<file path="src/hdl/mips_consts.svh">
// widths, register count and reset PC of the single-cycle MIPS core
// included by every RTL file and by the testbench
`ifndef MIPS_CONSTS_SVH
`define MIPS_CONSTS_SVH

// data path and register width
`define MIPS_XLEN 32

// word address width, same on instruction and data ports
`define MIPS_WADDR 30

// architectural register count
`define MIPS_NREGS 32

// bits needed to index one register
`define MIPS_RIDX 5

// PC value after reset, start of the text segment
`define MIPS_TEXT_START 32'h00400000

// jal writes its link address here
`define MIPS_REG_RA 5'd31

`endif

</file>
<file path="src/hdl/mips_pkg.sv">
// enum types shared by the decoder, ALU, PC unit and core top level
// modules import this package by wildcard in their header
`default_nettype none

package mips_pkg;

   // primary opcodes known to the decoder, anything else halts the core
   typedef enum logic [5:0] {
      OP_RTYPE = 6'h00,
      OP_J     = 6'h02,
      OP_JAL   = 6'h03,
      OP_BEQ   = 6'h04,
      OP_BNE   = 6'h05,
      OP_ADDIU = 6'h09,
      OP_SLTI  = 6'h0a,
      OP_ANDI  = 6'h0c,
      OP_ORI   = 6'h0d,
      OP_XORI  = 6'h0e,
      OP_LUI   = 6'h0f,
      OP_LW    = 6'h23,
      OP_SW    = 6'h2b
   } opcode_e;

   // funct field of R-type instructions
   typedef enum logic [5:0] {
      FN_SLL     = 6'h00,
      FN_SRL     = 6'h02,
      FN_SRA     = 6'h03,
      FN_JR      = 6'h08,
      FN_SYSCALL = 6'h0c,
      FN_ADDU    = 6'h21,
      FN_SUBU    = 6'h23,
      FN_AND     = 6'h24,
      FN_OR      = 6'h25,
      FN_XOR     = 6'h26,
      FN_NOR     = 6'h27,
      FN_SLT     = 6'h2a
   } funct_e;

   // ALU function select
   typedef enum logic [3:0] {
      ALU_ADD,
      ALU_SUB,
      ALU_AND,
      ALU_OR,
      ALU_XOR,
      ALU_NOR,
      ALU_SLT,
      ALU_SLL,
      ALU_SRL,
      ALU_SRA,
      ALU_LUI
   } alu_op_e;

   // next PC source
   typedef enum logic [1:0] {
      PC_SEQ,
      PC_BRANCH,
      PC_JUMP,
      PC_REG
   } pc_sel_e;

   // register writeback source
   typedef enum logic [1:0] {
      WB_ALU,
      WB_MEM,
      WB_LINK
   } wb_sel_e;

endpackage

`default_nettype wire

</file>
<file path="src/hdl/mips_alu.sv">
// integer ALU for the core, also flags operand equality for beq/bne
// combinational, shifts take rt on op_b and the amount from shamt
`timescale 1ns/100ps
`default_nettype none

`include "mips_consts.svh"

module mips_alu
   import mips_pkg::*;
(
   input  logic [`MIPS_XLEN-1:0] op_a,
   input  logic [`MIPS_XLEN-1:0] op_b,
   input  logic [4:0]            shamt,
   input  alu_op_e               alu_op,
   output logic [`MIPS_XLEN-1:0] result,
   output logic                  equal
);

   // branch compare, op_b is rt for branches
   assign equal = (op_a == op_b);

   always_comb
   begin
      case (alu_op)
         // add and sub wrap, no overflow trap
         ALU_ADD:
            result = op_a + op_b;
         ALU_SUB:
            result = op_a - op_b;
         ALU_AND:
            result = op_a & op_b;
         ALU_OR:
            result = op_a | op_b;
         ALU_XOR:
            result = op_a ^ op_b;
         ALU_NOR:
            result = ~(op_a | op_b);
         // signed compare, 1 or 0
         ALU_SLT:
            result = ($signed(op_a) < $signed(op_b)) ? 32'd1 : 32'd0;
         ALU_SLL:
            result = op_b << shamt;
         ALU_SRL:
            result = op_b >> shamt;
         // sign bit fills from the left
         ALU_SRA:
            result = $signed(op_b) >>> shamt;
         // immediate arrives zero extended, move it to the upper half
         ALU_LUI:
            result = {op_b[15:0], 16'h0000};
         default:
            result = op_a + op_b;
      endcase
   end

endmodule

`default_nettype wire

</file>
<file path="src/hdl/mips_core.sv">
// single-cycle MIPS core top level, one instruction retires per clock
// memories sit outside and answer combinationally on word addresses
`timescale 1ns/100ps
`default_nettype none

`include "mips_consts.svh"

module mips_core
   import mips_pkg::*;
(
   input  logic                   clk,
   input  logic                   rst_b,
   input  logic [31:0]            inst,
   input  logic [31:0]            mem_rdata,
   output logic [`MIPS_WADDR-1:0] inst_addr,
   output logic [`MIPS_WADDR-1:0] mem_addr,
   output logic [31:0]            mem_wdata,
   output logic                   mem_we,
   output logic                   halted
);

   // decoded fields and controls
   logic [`MIPS_RIDX-1:0] rs_idx;
   logic [`MIPS_RIDX-1:0] rt_idx;
   logic [`MIPS_RIDX-1:0] wr_idx;
   logic [`MIPS_XLEN-1:0] imm_ext;
   logic [4:0]            shamt;
   logic [25:0]           jump_field;
   alu_op_e               alu_op;
   logic                  alu_src_imm;
   logic                  reg_we;
   logic                  mem_we_raw;
   logic                  branch_ne;
   logic                  halt_req;
   pc_sel_e               pc_sel;
   wb_sel_e               wb_sel;

   // datapath
   logic [`MIPS_XLEN-1:0] rs_data;
   logic [`MIPS_XLEN-1:0] rt_data;
   logic [`MIPS_XLEN-1:0] op_b;
   logic [`MIPS_XLEN-1:0] alu_result;
   logic                  equal;
   logic [`MIPS_XLEN-1:0] link_addr;
   logic [`MIPS_XLEN-1:0] wr_data;
   logic                  reg_wr_en;

   mips_decode u_decode (
      .inst        (inst),
      .rs_idx      (rs_idx),
      .rt_idx      (rt_idx),
      .wr_idx      (wr_idx),
      .imm_ext     (imm_ext),
      .shamt       (shamt),
      .jump_field  (jump_field),
      .alu_op      (alu_op),
      .alu_src_imm (alu_src_imm),
      .reg_we      (reg_we),
      .mem_we_raw  (mem_we_raw),
      .branch_ne   (branch_ne),
      .halt_req    (halt_req),
      .pc_sel      (pc_sel),
      .wb_sel      (wb_sel)
   );

   mips_regfile u_regfile (
      .clk     (clk),
      .rst_b   (rst_b),
      .rs_idx  (rs_idx),
      .rt_idx  (rt_idx),
      .wr_idx  (wr_idx),
      .wr_data (wr_data),
      .wr_en   (reg_wr_en),
      .rs_data (rs_data),
      .rt_data (rt_data)
   );

   // second operand is rt for R-type and branches, immediate otherwise
   assign op_b = alu_src_imm ? imm_ext : rt_data;

   mips_alu u_alu (
      .op_a   (rs_data),
      .op_b   (op_b),
      .shamt  (shamt),
      .alu_op (alu_op),
      .result (alu_result),
      .equal  (equal)
   );

   mips_pc_unit u_pc (
      .clk        (clk),
      .rst_b      (rst_b),
      .pc_sel     (pc_sel),
      .equal      (equal),
      .branch_ne  (branch_ne),
      .halt_req   (halt_req),
      .imm_ext    (imm_ext),
      .jump_field (jump_field),
      .rs_data    (rs_data),
      .inst_addr  (inst_addr),
      .link_addr  (link_addr),
      .halted     (halted)
   );

   // writeback source
   always_comb
   begin
      case (wb_sel)
         WB_MEM:  wr_data = mem_rdata;
         WB_LINK: wr_data = link_addr;
         default: wr_data = alu_result;
      endcase
   end

   // nothing is written once the core has stopped
   assign reg_wr_en = reg_we & ~halted;

   // data port, word address from the ALU sum
   assign mem_addr  = alu_result[31:2];
   assign mem_wdata = rt_data;
   // store must not fire while reset holds the core either
   assign mem_we    = mem_we_raw & ~halted & rst_b;

endmodule

`default_nettype wire

</file>
<file path="src/hdl/mips_decode.sv">
// instruction decoder: splits the word into fields and builds the control set
// purely combinational, one instance inside mips_core
`timescale 1ns/100ps
`default_nettype none

`include "mips_consts.svh"

module mips_decode
   import mips_pkg::*;
(
   input  logic [31:0]             inst,
   output logic [`MIPS_RIDX-1:0]   rs_idx,
   output logic [`MIPS_RIDX-1:0]   rt_idx,
   output logic [`MIPS_RIDX-1:0]   wr_idx,
   output logic [`MIPS_XLEN-1:0]   imm_ext,
   output logic [4:0]              shamt,
   output logic [25:0]             jump_field,
   output alu_op_e                 alu_op,
   output logic                    alu_src_imm,
   output logic                    reg_we,
   output logic                    mem_we_raw,
   output logic                    branch_ne,
   output logic                    halt_req,
   output pc_sel_e                 pc_sel,
   output wb_sel_e                 wb_sel
);

   opcode_e op;
   funct_e  funct;
   // immediate is zero extended for the logical ops and lui
   logic    zero_ext;
   // jal forces the link register as destination
   logic    link;
   // R-type writes rd, everything else writes rt
   logic    rd_dst;

   assign op         = opcode_e'(inst[31:26]);
   assign funct      = funct_e'(inst[5:0]);
   assign rs_idx     = inst[25:21];
   assign rt_idx     = inst[20:16];
   assign shamt      = inst[10:6];
   assign jump_field = inst[25:0];

   assign imm_ext = zero_ext ? {16'h0000, inst[15:0]} : {{16{inst[15]}}, inst[15:0]};

   assign wr_idx = link ? `MIPS_REG_RA : (rd_dst ? inst[15:11] : inst[20:16]);

   always_comb
   begin
      // defaults describe a harmless no-op
      alu_op      = ALU_ADD;
      alu_src_imm = 1'b0;
      pc_sel      = PC_SEQ;
      wb_sel      = WB_ALU;
      reg_we      = 1'b0;
      mem_we_raw  = 1'b0;
      branch_ne   = 1'b0;
      halt_req    = 1'b0;
      zero_ext    = 1'b0;
      link        = 1'b0;
      rd_dst      = 1'b0;
      case (op)
         OP_RTYPE:
         begin
            rd_dst = 1'b1;
            reg_we = 1'b1;
            case (funct)
               FN_ADDU: alu_op = ALU_ADD;
               FN_SUBU: alu_op = ALU_SUB;
               FN_AND:  alu_op = ALU_AND;
               FN_OR:   alu_op = ALU_OR;
               FN_XOR:  alu_op = ALU_XOR;
               FN_NOR:  alu_op = ALU_NOR;
               FN_SLT:  alu_op = ALU_SLT;
               FN_SLL:  alu_op = ALU_SLL;
               FN_SRL:  alu_op = ALU_SRL;
               FN_SRA:  alu_op = ALU_SRA;
               FN_JR:
               begin
                  reg_we = 1'b0;
                  pc_sel = PC_REG;
               end
               // syscall and unknown funct codes both stop the core
               default:
               begin
                  reg_we   = 1'b0;
                  halt_req = 1'b1;
               end
            endcase
         end
         OP_ADDIU:
         begin
            alu_src_imm = 1'b1;
            reg_we      = 1'b1;
         end
         OP_SLTI:
         begin
            alu_op      = ALU_SLT;
            alu_src_imm = 1'b1;
            reg_we      = 1'b1;
         end
         OP_ANDI, OP_ORI, OP_XORI:
         begin
            alu_op      = (op == OP_ANDI) ? ALU_AND : ((op == OP_ORI) ? ALU_OR : ALU_XOR);
            alu_src_imm = 1'b1;
            zero_ext    = 1'b1;
            reg_we      = 1'b1;
         end
         OP_LUI:
         begin
            alu_op      = ALU_LUI;
            alu_src_imm = 1'b1;
            zero_ext    = 1'b1;
            reg_we      = 1'b1;
         end
         OP_LW:
         begin
            alu_src_imm = 1'b1;
            wb_sel      = WB_MEM;
            reg_we      = 1'b1;
         end
         OP_SW:
         begin
            alu_src_imm = 1'b1;
            mem_we_raw  = 1'b1;
         end
         // both branches compare rs with rt, taken decision lives in the PC unit
         OP_BEQ:
            pc_sel = PC_BRANCH;
         OP_BNE:
         begin
            pc_sel    = PC_BRANCH;
            branch_ne = 1'b1;
         end
         OP_J:
            pc_sel = PC_JUMP;
         OP_JAL:
         begin
            pc_sel = PC_JUMP;
            wb_sel = WB_LINK;
            link   = 1'b1;
            reg_we = 1'b1;
         end
         // reserved instruction
         default:
            halt_req = 1'b1;
      endcase
   end

endmodule

`default_nettype wire

</file>
<file path="src/hdl/mips_pc_unit.sv">
// program counter with next-PC selection and the halted flag
// pc and halted update on the rising edge, targets are combinational
`timescale 1ns/100ps
`default_nettype none

`include "mips_consts.svh"

module mips_pc_unit
   import mips_pkg::*;
(
   input  logic                   clk,
   input  logic                   rst_b,
   input  pc_sel_e                pc_sel,
   input  logic                   equal,
   input  logic                   branch_ne,
   input  logic                   halt_req,
   input  logic [`MIPS_XLEN-1:0]  imm_ext,
   input  logic [25:0]            jump_field,
   input  logic [`MIPS_XLEN-1:0]  rs_data,
   output logic [`MIPS_WADDR-1:0] inst_addr,
   output logic [`MIPS_XLEN-1:0]  link_addr,
   output logic                   halted
);

   logic [`MIPS_XLEN-1:0] pc;
   logic [`MIPS_XLEN-1:0] pc_plus4;
   logic [`MIPS_XLEN-1:0] br_target;
   logic [`MIPS_XLEN-1:0] j_target;
   logic [`MIPS_XLEN-1:0] next_pc;
   logic                  taken;

   assign pc_plus4  = pc + 32'd4;
   assign link_addr = pc + 32'd8;
   // word offset relative to the following instruction
   assign br_target = pc_plus4 + {imm_ext[29:0], 2'b00};
   // region bits come from pc plus 4
   assign j_target  = {pc_plus4[31:28], jump_field, 2'b00};
   // beq wants equal, bne wants not equal
   assign taken     = equal ^ branch_ne;

   always_comb
   begin
      case (pc_sel)
         PC_BRANCH: next_pc = taken ? br_target : pc_plus4;
         PC_JUMP:   next_pc = j_target;
         PC_REG:    next_pc = rs_data;
         default:   next_pc = pc_plus4;
      endcase
   end

   // a halting instruction sets halted and leaves pc on itself
   always_ff @(posedge clk or negedge rst_b)
   begin
      if (!rst_b)
      begin
         pc     <= `MIPS_TEXT_START;
         halted <= 1'b0;
      end
      else if (!halted)
      begin
         if (halt_req)
            halted <= 1'b1;
         else
            pc <= next_pc;
      end
   end

   assign inst_addr = pc[31:2];

endmodule

`default_nettype wire

</file>
<file path="src/hdl/mips_regfile.sv">
// general purpose register file, two combinational reads and one write port
// register zero reads as zero and ignores writes
`timescale 1ns/100ps
`default_nettype none

`include "mips_consts.svh"

module mips_regfile
(
   input  logic                  clk,
   input  logic                  rst_b,
   input  logic [`MIPS_RIDX-1:0] rs_idx,
   input  logic [`MIPS_RIDX-1:0] rt_idx,
   input  logic [`MIPS_RIDX-1:0] wr_idx,
   input  logic [`MIPS_XLEN-1:0] wr_data,
   input  logic                  wr_en,
   output logic [`MIPS_XLEN-1:0] rs_data,
   output logic [`MIPS_XLEN-1:0] rt_data
);

   logic [`MIPS_XLEN-1:0] regs [`MIPS_NREGS];

   // reset clears the whole file
   always_ff @(posedge clk or negedge rst_b)
   begin
      if (!rst_b)
      begin
         for (int i = 0; i < `MIPS_NREGS; i++)
         begin
            regs[i] <= '0;
         end
      end
      else if (wr_en && (wr_idx != '0))
      begin
         regs[wr_idx] <= wr_data;
      end
   end

   // reads see the old value during the writing cycle
   assign rs_data = (rs_idx == '0) ? '0 : regs[rs_idx];
   assign rt_data = (rt_idx == '0) ? '0 : regs[rt_idx];

endmodule

`default_nettype wire

</file>
<file path="config.mk">
export PLATFORM = sky130hd
export DESIGN_NAME = mips_core
export DESIGN_NICKNAME = d
export VERILOG_FILES = /design/src/hdl/mips_pkg.sv /design/src/hdl/mips_alu.sv /design/src/hdl/mips_core.sv /design/src/hdl/mips_decode.sv /design/src/hdl/mips_pc_unit.sv /design/src/hdl/mips_regfile.sv
export VERILOG_INCLUDE_DIRS = /design/src /design/src/hdl
export SDC_FILE = /design/constraint.sdc
export NUM_CORES = 2
export LEC_CHECK = 0
export BUFFER_PORTS_ARGS = -buffer_cell sky130_fd_sc_hd__buf_2
export CORE_ASPECT_RATIO = 0.75
export CORE_MARGIN = 3
export CORE_UTILIZATION = 50
export CTS_CLUSTER_SIZE = 30
export DETAILED_ROUTE_END_ITERATION = 16
export MAX_ROUTING_LAYER = met4
export PLACE_DENSITY = 0.72
export SKIP_CTS_REPAIR_TIMING = 1
export SYNTH_ARGS = -nofsm -noshare
export SYNTH_HDL_FRONTEND = slang
export SYNTH_SLANG_ARGS = --single-unit
</file>
<file path="constraint.sdc">
create_clock -name clk -period 13.4 [get_ports clk]
set_input_delay 2.68 -clock clk [delete_from_list [all_inputs] [get_ports clk]]
set_output_delay 2.68 -clock clk [all_outputs]
set_load 0.03 [all_outputs]
</file>
==> summary.txt <==
Routing
  • Vias: around 63000
  • DRC viols: 0
  • WL final: 329000 um
  • Initial DRC count: 9665
  • Vias per Instance: 7.21
  • Drt wl/cell: approximately 38 um
  • Routed Antenna Nets: 0
  • Detailed Routing Iterations Pass 1: 6

Pwr
  • Int Pwr: roughly 0.0054 W
  • Net Sw Frac: 32.1%
  • Max VDD drop: 127 uV
  • LEAKAGE: 33.9 nW
  • P per Cell Area: 103 nW/um^2
  • Sequential Power Share: 40.5%
  • Clock power frac: 40.3%
  • Combinational share of power: approximately a fifth
  • P_sw: 0.00255 W

Clocking
  • Number of H-tree levels: 3
  • Root Driver: clkbuf_16
  • Reg clk slew, reported paths: 0.06 ns
  • Clk buf depth: 3
  • Clock Latency Late Sink: 0.78 ns
  • CTS sink cnt: roughly 1100
  • Cts bufs inserted: 103
  • CTS tree: done

Floorplanning
  • Die area: 145000 um^2
  • Die Wd: 439 um
  • Die height: about 330 um
  • Ports: 160
  • # rows: 118
  • Initial Util: 50.6%
  • Core area: approximately 140000 um^2

Timing
  • Tcrit/Tclk final: 97.7%
  • Fin. max-slew vios: 0
  • Final setup TNS: 0 ns
  • Final setup fails: 0
  • Final Hold Vio Count: 0
  • Setup Skew: 0.0878 ns
  • F_max: between 0.07 and 0.08 GHz
  • Headroom to the max-slew limit: around 8.4%
  • Worst slew pin tran: 1.37 ns
  • Tmin final: 13.10 ns
  • RSZ-0062 raised after global routing: no

Run
  • Max-Cap Viols: 0

Status
  • Outcome: completed

Global route
  • Initial antenna violation count: 26
  • First-pass GRT wire length: 459000 um
  • Number of global-route vias before repair: 59200
  • Maximum number of pins on one net before global-route repair: 102
  • Total global-route track usage: 46.1%
  • Total congestion overflow: 0

Synthesis
  • Avg Inst Size Synth: 10.3 um^2
  • Synth Net Count: 7021
  • Ys async rst share: 100%
  • Seq cells post-synth: 1057
  • Cells after Synth: 6830
  • Synthesized cell area: 70100 um^2
  • Dominant synthesized flop cell: dfrtp_1
  • Seq/Total Area, Yosys: 37.7%
  • Netlist cell types: 112
  • Number of synthesized flops with an enable pin: 0
  • Ys Warns: 0

Critical path
  • Reg2Reg Capture Point: u_pc.pc[10]
  • R2r worst-path depth: 18
  • CP Class: primary input to output pin
  • Worst-path fanout max: 78
  • Crit start category: primary input
  • Setup slack, reg-to-reg: 5.43 ns
  • Critical path required time: 10.72 ns
  • R2r startpoint: u_regfile.regs[42]
  • CP Capture Type: output pin
  • Arrival time worst endpoint: 10.42 ns

Finish
  • Area Growth Syn to Fin: 9.72%
  • Nets: 6917
  • Layout cell share with drive strength beyond 1: 25.2%
  • Fin util: 55.5%

Min path
  • WHS Endpoint: u_regfile.regs[1022]
  • Hold/Removal Path Class: register to register
  • Hold path cells: 0
  • Worst Min Path Start: u_regfile.regs[1022]

Placed design
  • Buffers on Ports: roughly 160
  • GPL Wtd Cong: around 1.1
  • Post-detail-place hpwl: around 240000 um
## cells in the final DEF (no fill, tap or decap), drive strengths merged, types with 26 or more instances in the layout
cell type	netlist	final
mux4	434	434
a22oi	147	147
and2	40	40
a211oi	54	54
o22ai	61	61
mux2	511	511
clkbuf	488	145
nand4	26	26
nand2b	43	43
and3	30	30
a21o	31	31
xnor2	72	72
nand2	888	888
a21oi	297	297
inv	122	126
nor2b	41	41
clkinv	0	26
mux2i	340	340
ha	122	122
xor2	35	35
a221oi	42	42
nor2	385	385
nor3	57	57
a31oi	56	56
buf	158	437
nor4	32	32
o211ai	53	53
o21ai	710	710
nand3	108	108
dfrtp	1056	1056
## synthesized netlist by cell type (all sizes together) (122+ instances only)
cell type / n / area (um^2)
dfrtp: 1056 / 26400
nand2: 888 / 3330
clkbuf: 488 / 1840
buf: 158 / 1060
a22oi: 147 / 1100
mux2: 511 / 5870
ha: 122 / 1530
nor2: 385 / 1450
mux2i: 340 / 3400
inv: 122 / 458
mux4: 434 / 9770
a21oi: 297 / 1500
o21ai: 710 / 3550
## logic make-up after synthesis
logic type	synth area share (%)
flip-flops	37.7
XOR/XNOR	1.34
buffers and inverters	4.78
AO/OA/AOI/OAI	15.9
multiplexers	27.1
AND/OR/NAND/NOR	10.9
adder cells (fa/ha/maj)	2.26
## worst max-delay path, stage by stage
cell and delay [ns]:
buf_8 0.67, buf_12 0.39, buf_12 0.29, mux4_2 0.55, mux4_2 0.48, mux2i_1 0.80
nor2_1 0.41, ha_1 0.64, nand2b_1 0.19, o21bai_1 0.12, a21oi_1 0.10, o21a_1 0.22
a2111oi_0 0.75, nor2_1 0.41, o21ai_0 0.49, o211ai_1 0.21, a211o_1 0.33, and3_1 0.20
nand2_1 0.09, buf_2 0.22
## power groups by stage
stage	clock network [W]	registers (W)	logic (W)
2_1_floorplan	0	0.00328	0.000801
3_3_place_gp	0	0.00328	0.00146
3_5_place_dp	0	0.00328	0.00145
4_1_cts	0.00322	0.00322	0.00146
5_1_grt	0.00334	0.00322	0.00155
6_report	0.00320	0.00322	0.00153
## state kept, by name (all words and copies together), names as in the netlist
signal          cells
u_pc.pc            32
u_regfile.regs   1024
u_pc.halted         1
## cell type report
class	count	area (um^2)
antenna	22	55.1
tap	1860	2330
timing repair buffer	437	3120
sequential	1057	26500
clock buffer	145	3020
multi-input combinational	5005	40800
fill	11800	61700
inverter	122	458
clock inverter	49	697
## layer usage
layer | vias up | GRT usage (%) | routed length [um]
met5 | - | - | 0
met4 | 0 | 21.0 | 17900
met3 | 842 | 17.1 | 46100
met2 | 4581 | 60.1 | 132000
met1 | 32100 | 63.3 | 134000
li1 | 25200 | - | -
## how the worst max path moves through the flow
stage,to,depth (start not counted),from,slack [ns]
floorplan,mem_addr[18],22,inst[21],2.05
global placement,mem_addr[27],20,inst[21],0.90
detailed placement,mem_addr[27],20,inst[21],0.88
CTS,mem_addr[21],19,inst[21],0.85
global route,mem_addr[21],19,inst[21],0.28
finish,mem_addr[27],20,inst[21],0.30
## through the flow
stage / cells / instance area, um^2 / total power, W / hold WS, ns / worst slack [ns]
after global routing: 8693 / 77000 / 0.00812 / 0.391 / 0.284
after floorplan: 6830 / 70100 / 0.00408 / 0.425 / 2.05
after global placement: 8480 / 73200 / 0.00474 / 0.362 / 0.897
after CTS: 8675 / 76900 / 0.00789 / 0.378 / 0.852
final: 8697 / 77000 / 0.00795 / 0.375 / 0.304
after detailed placement: 8481 / 73200 / 0.00473 / 0.363 / 0.881
(Power assumes the default switching activity.)
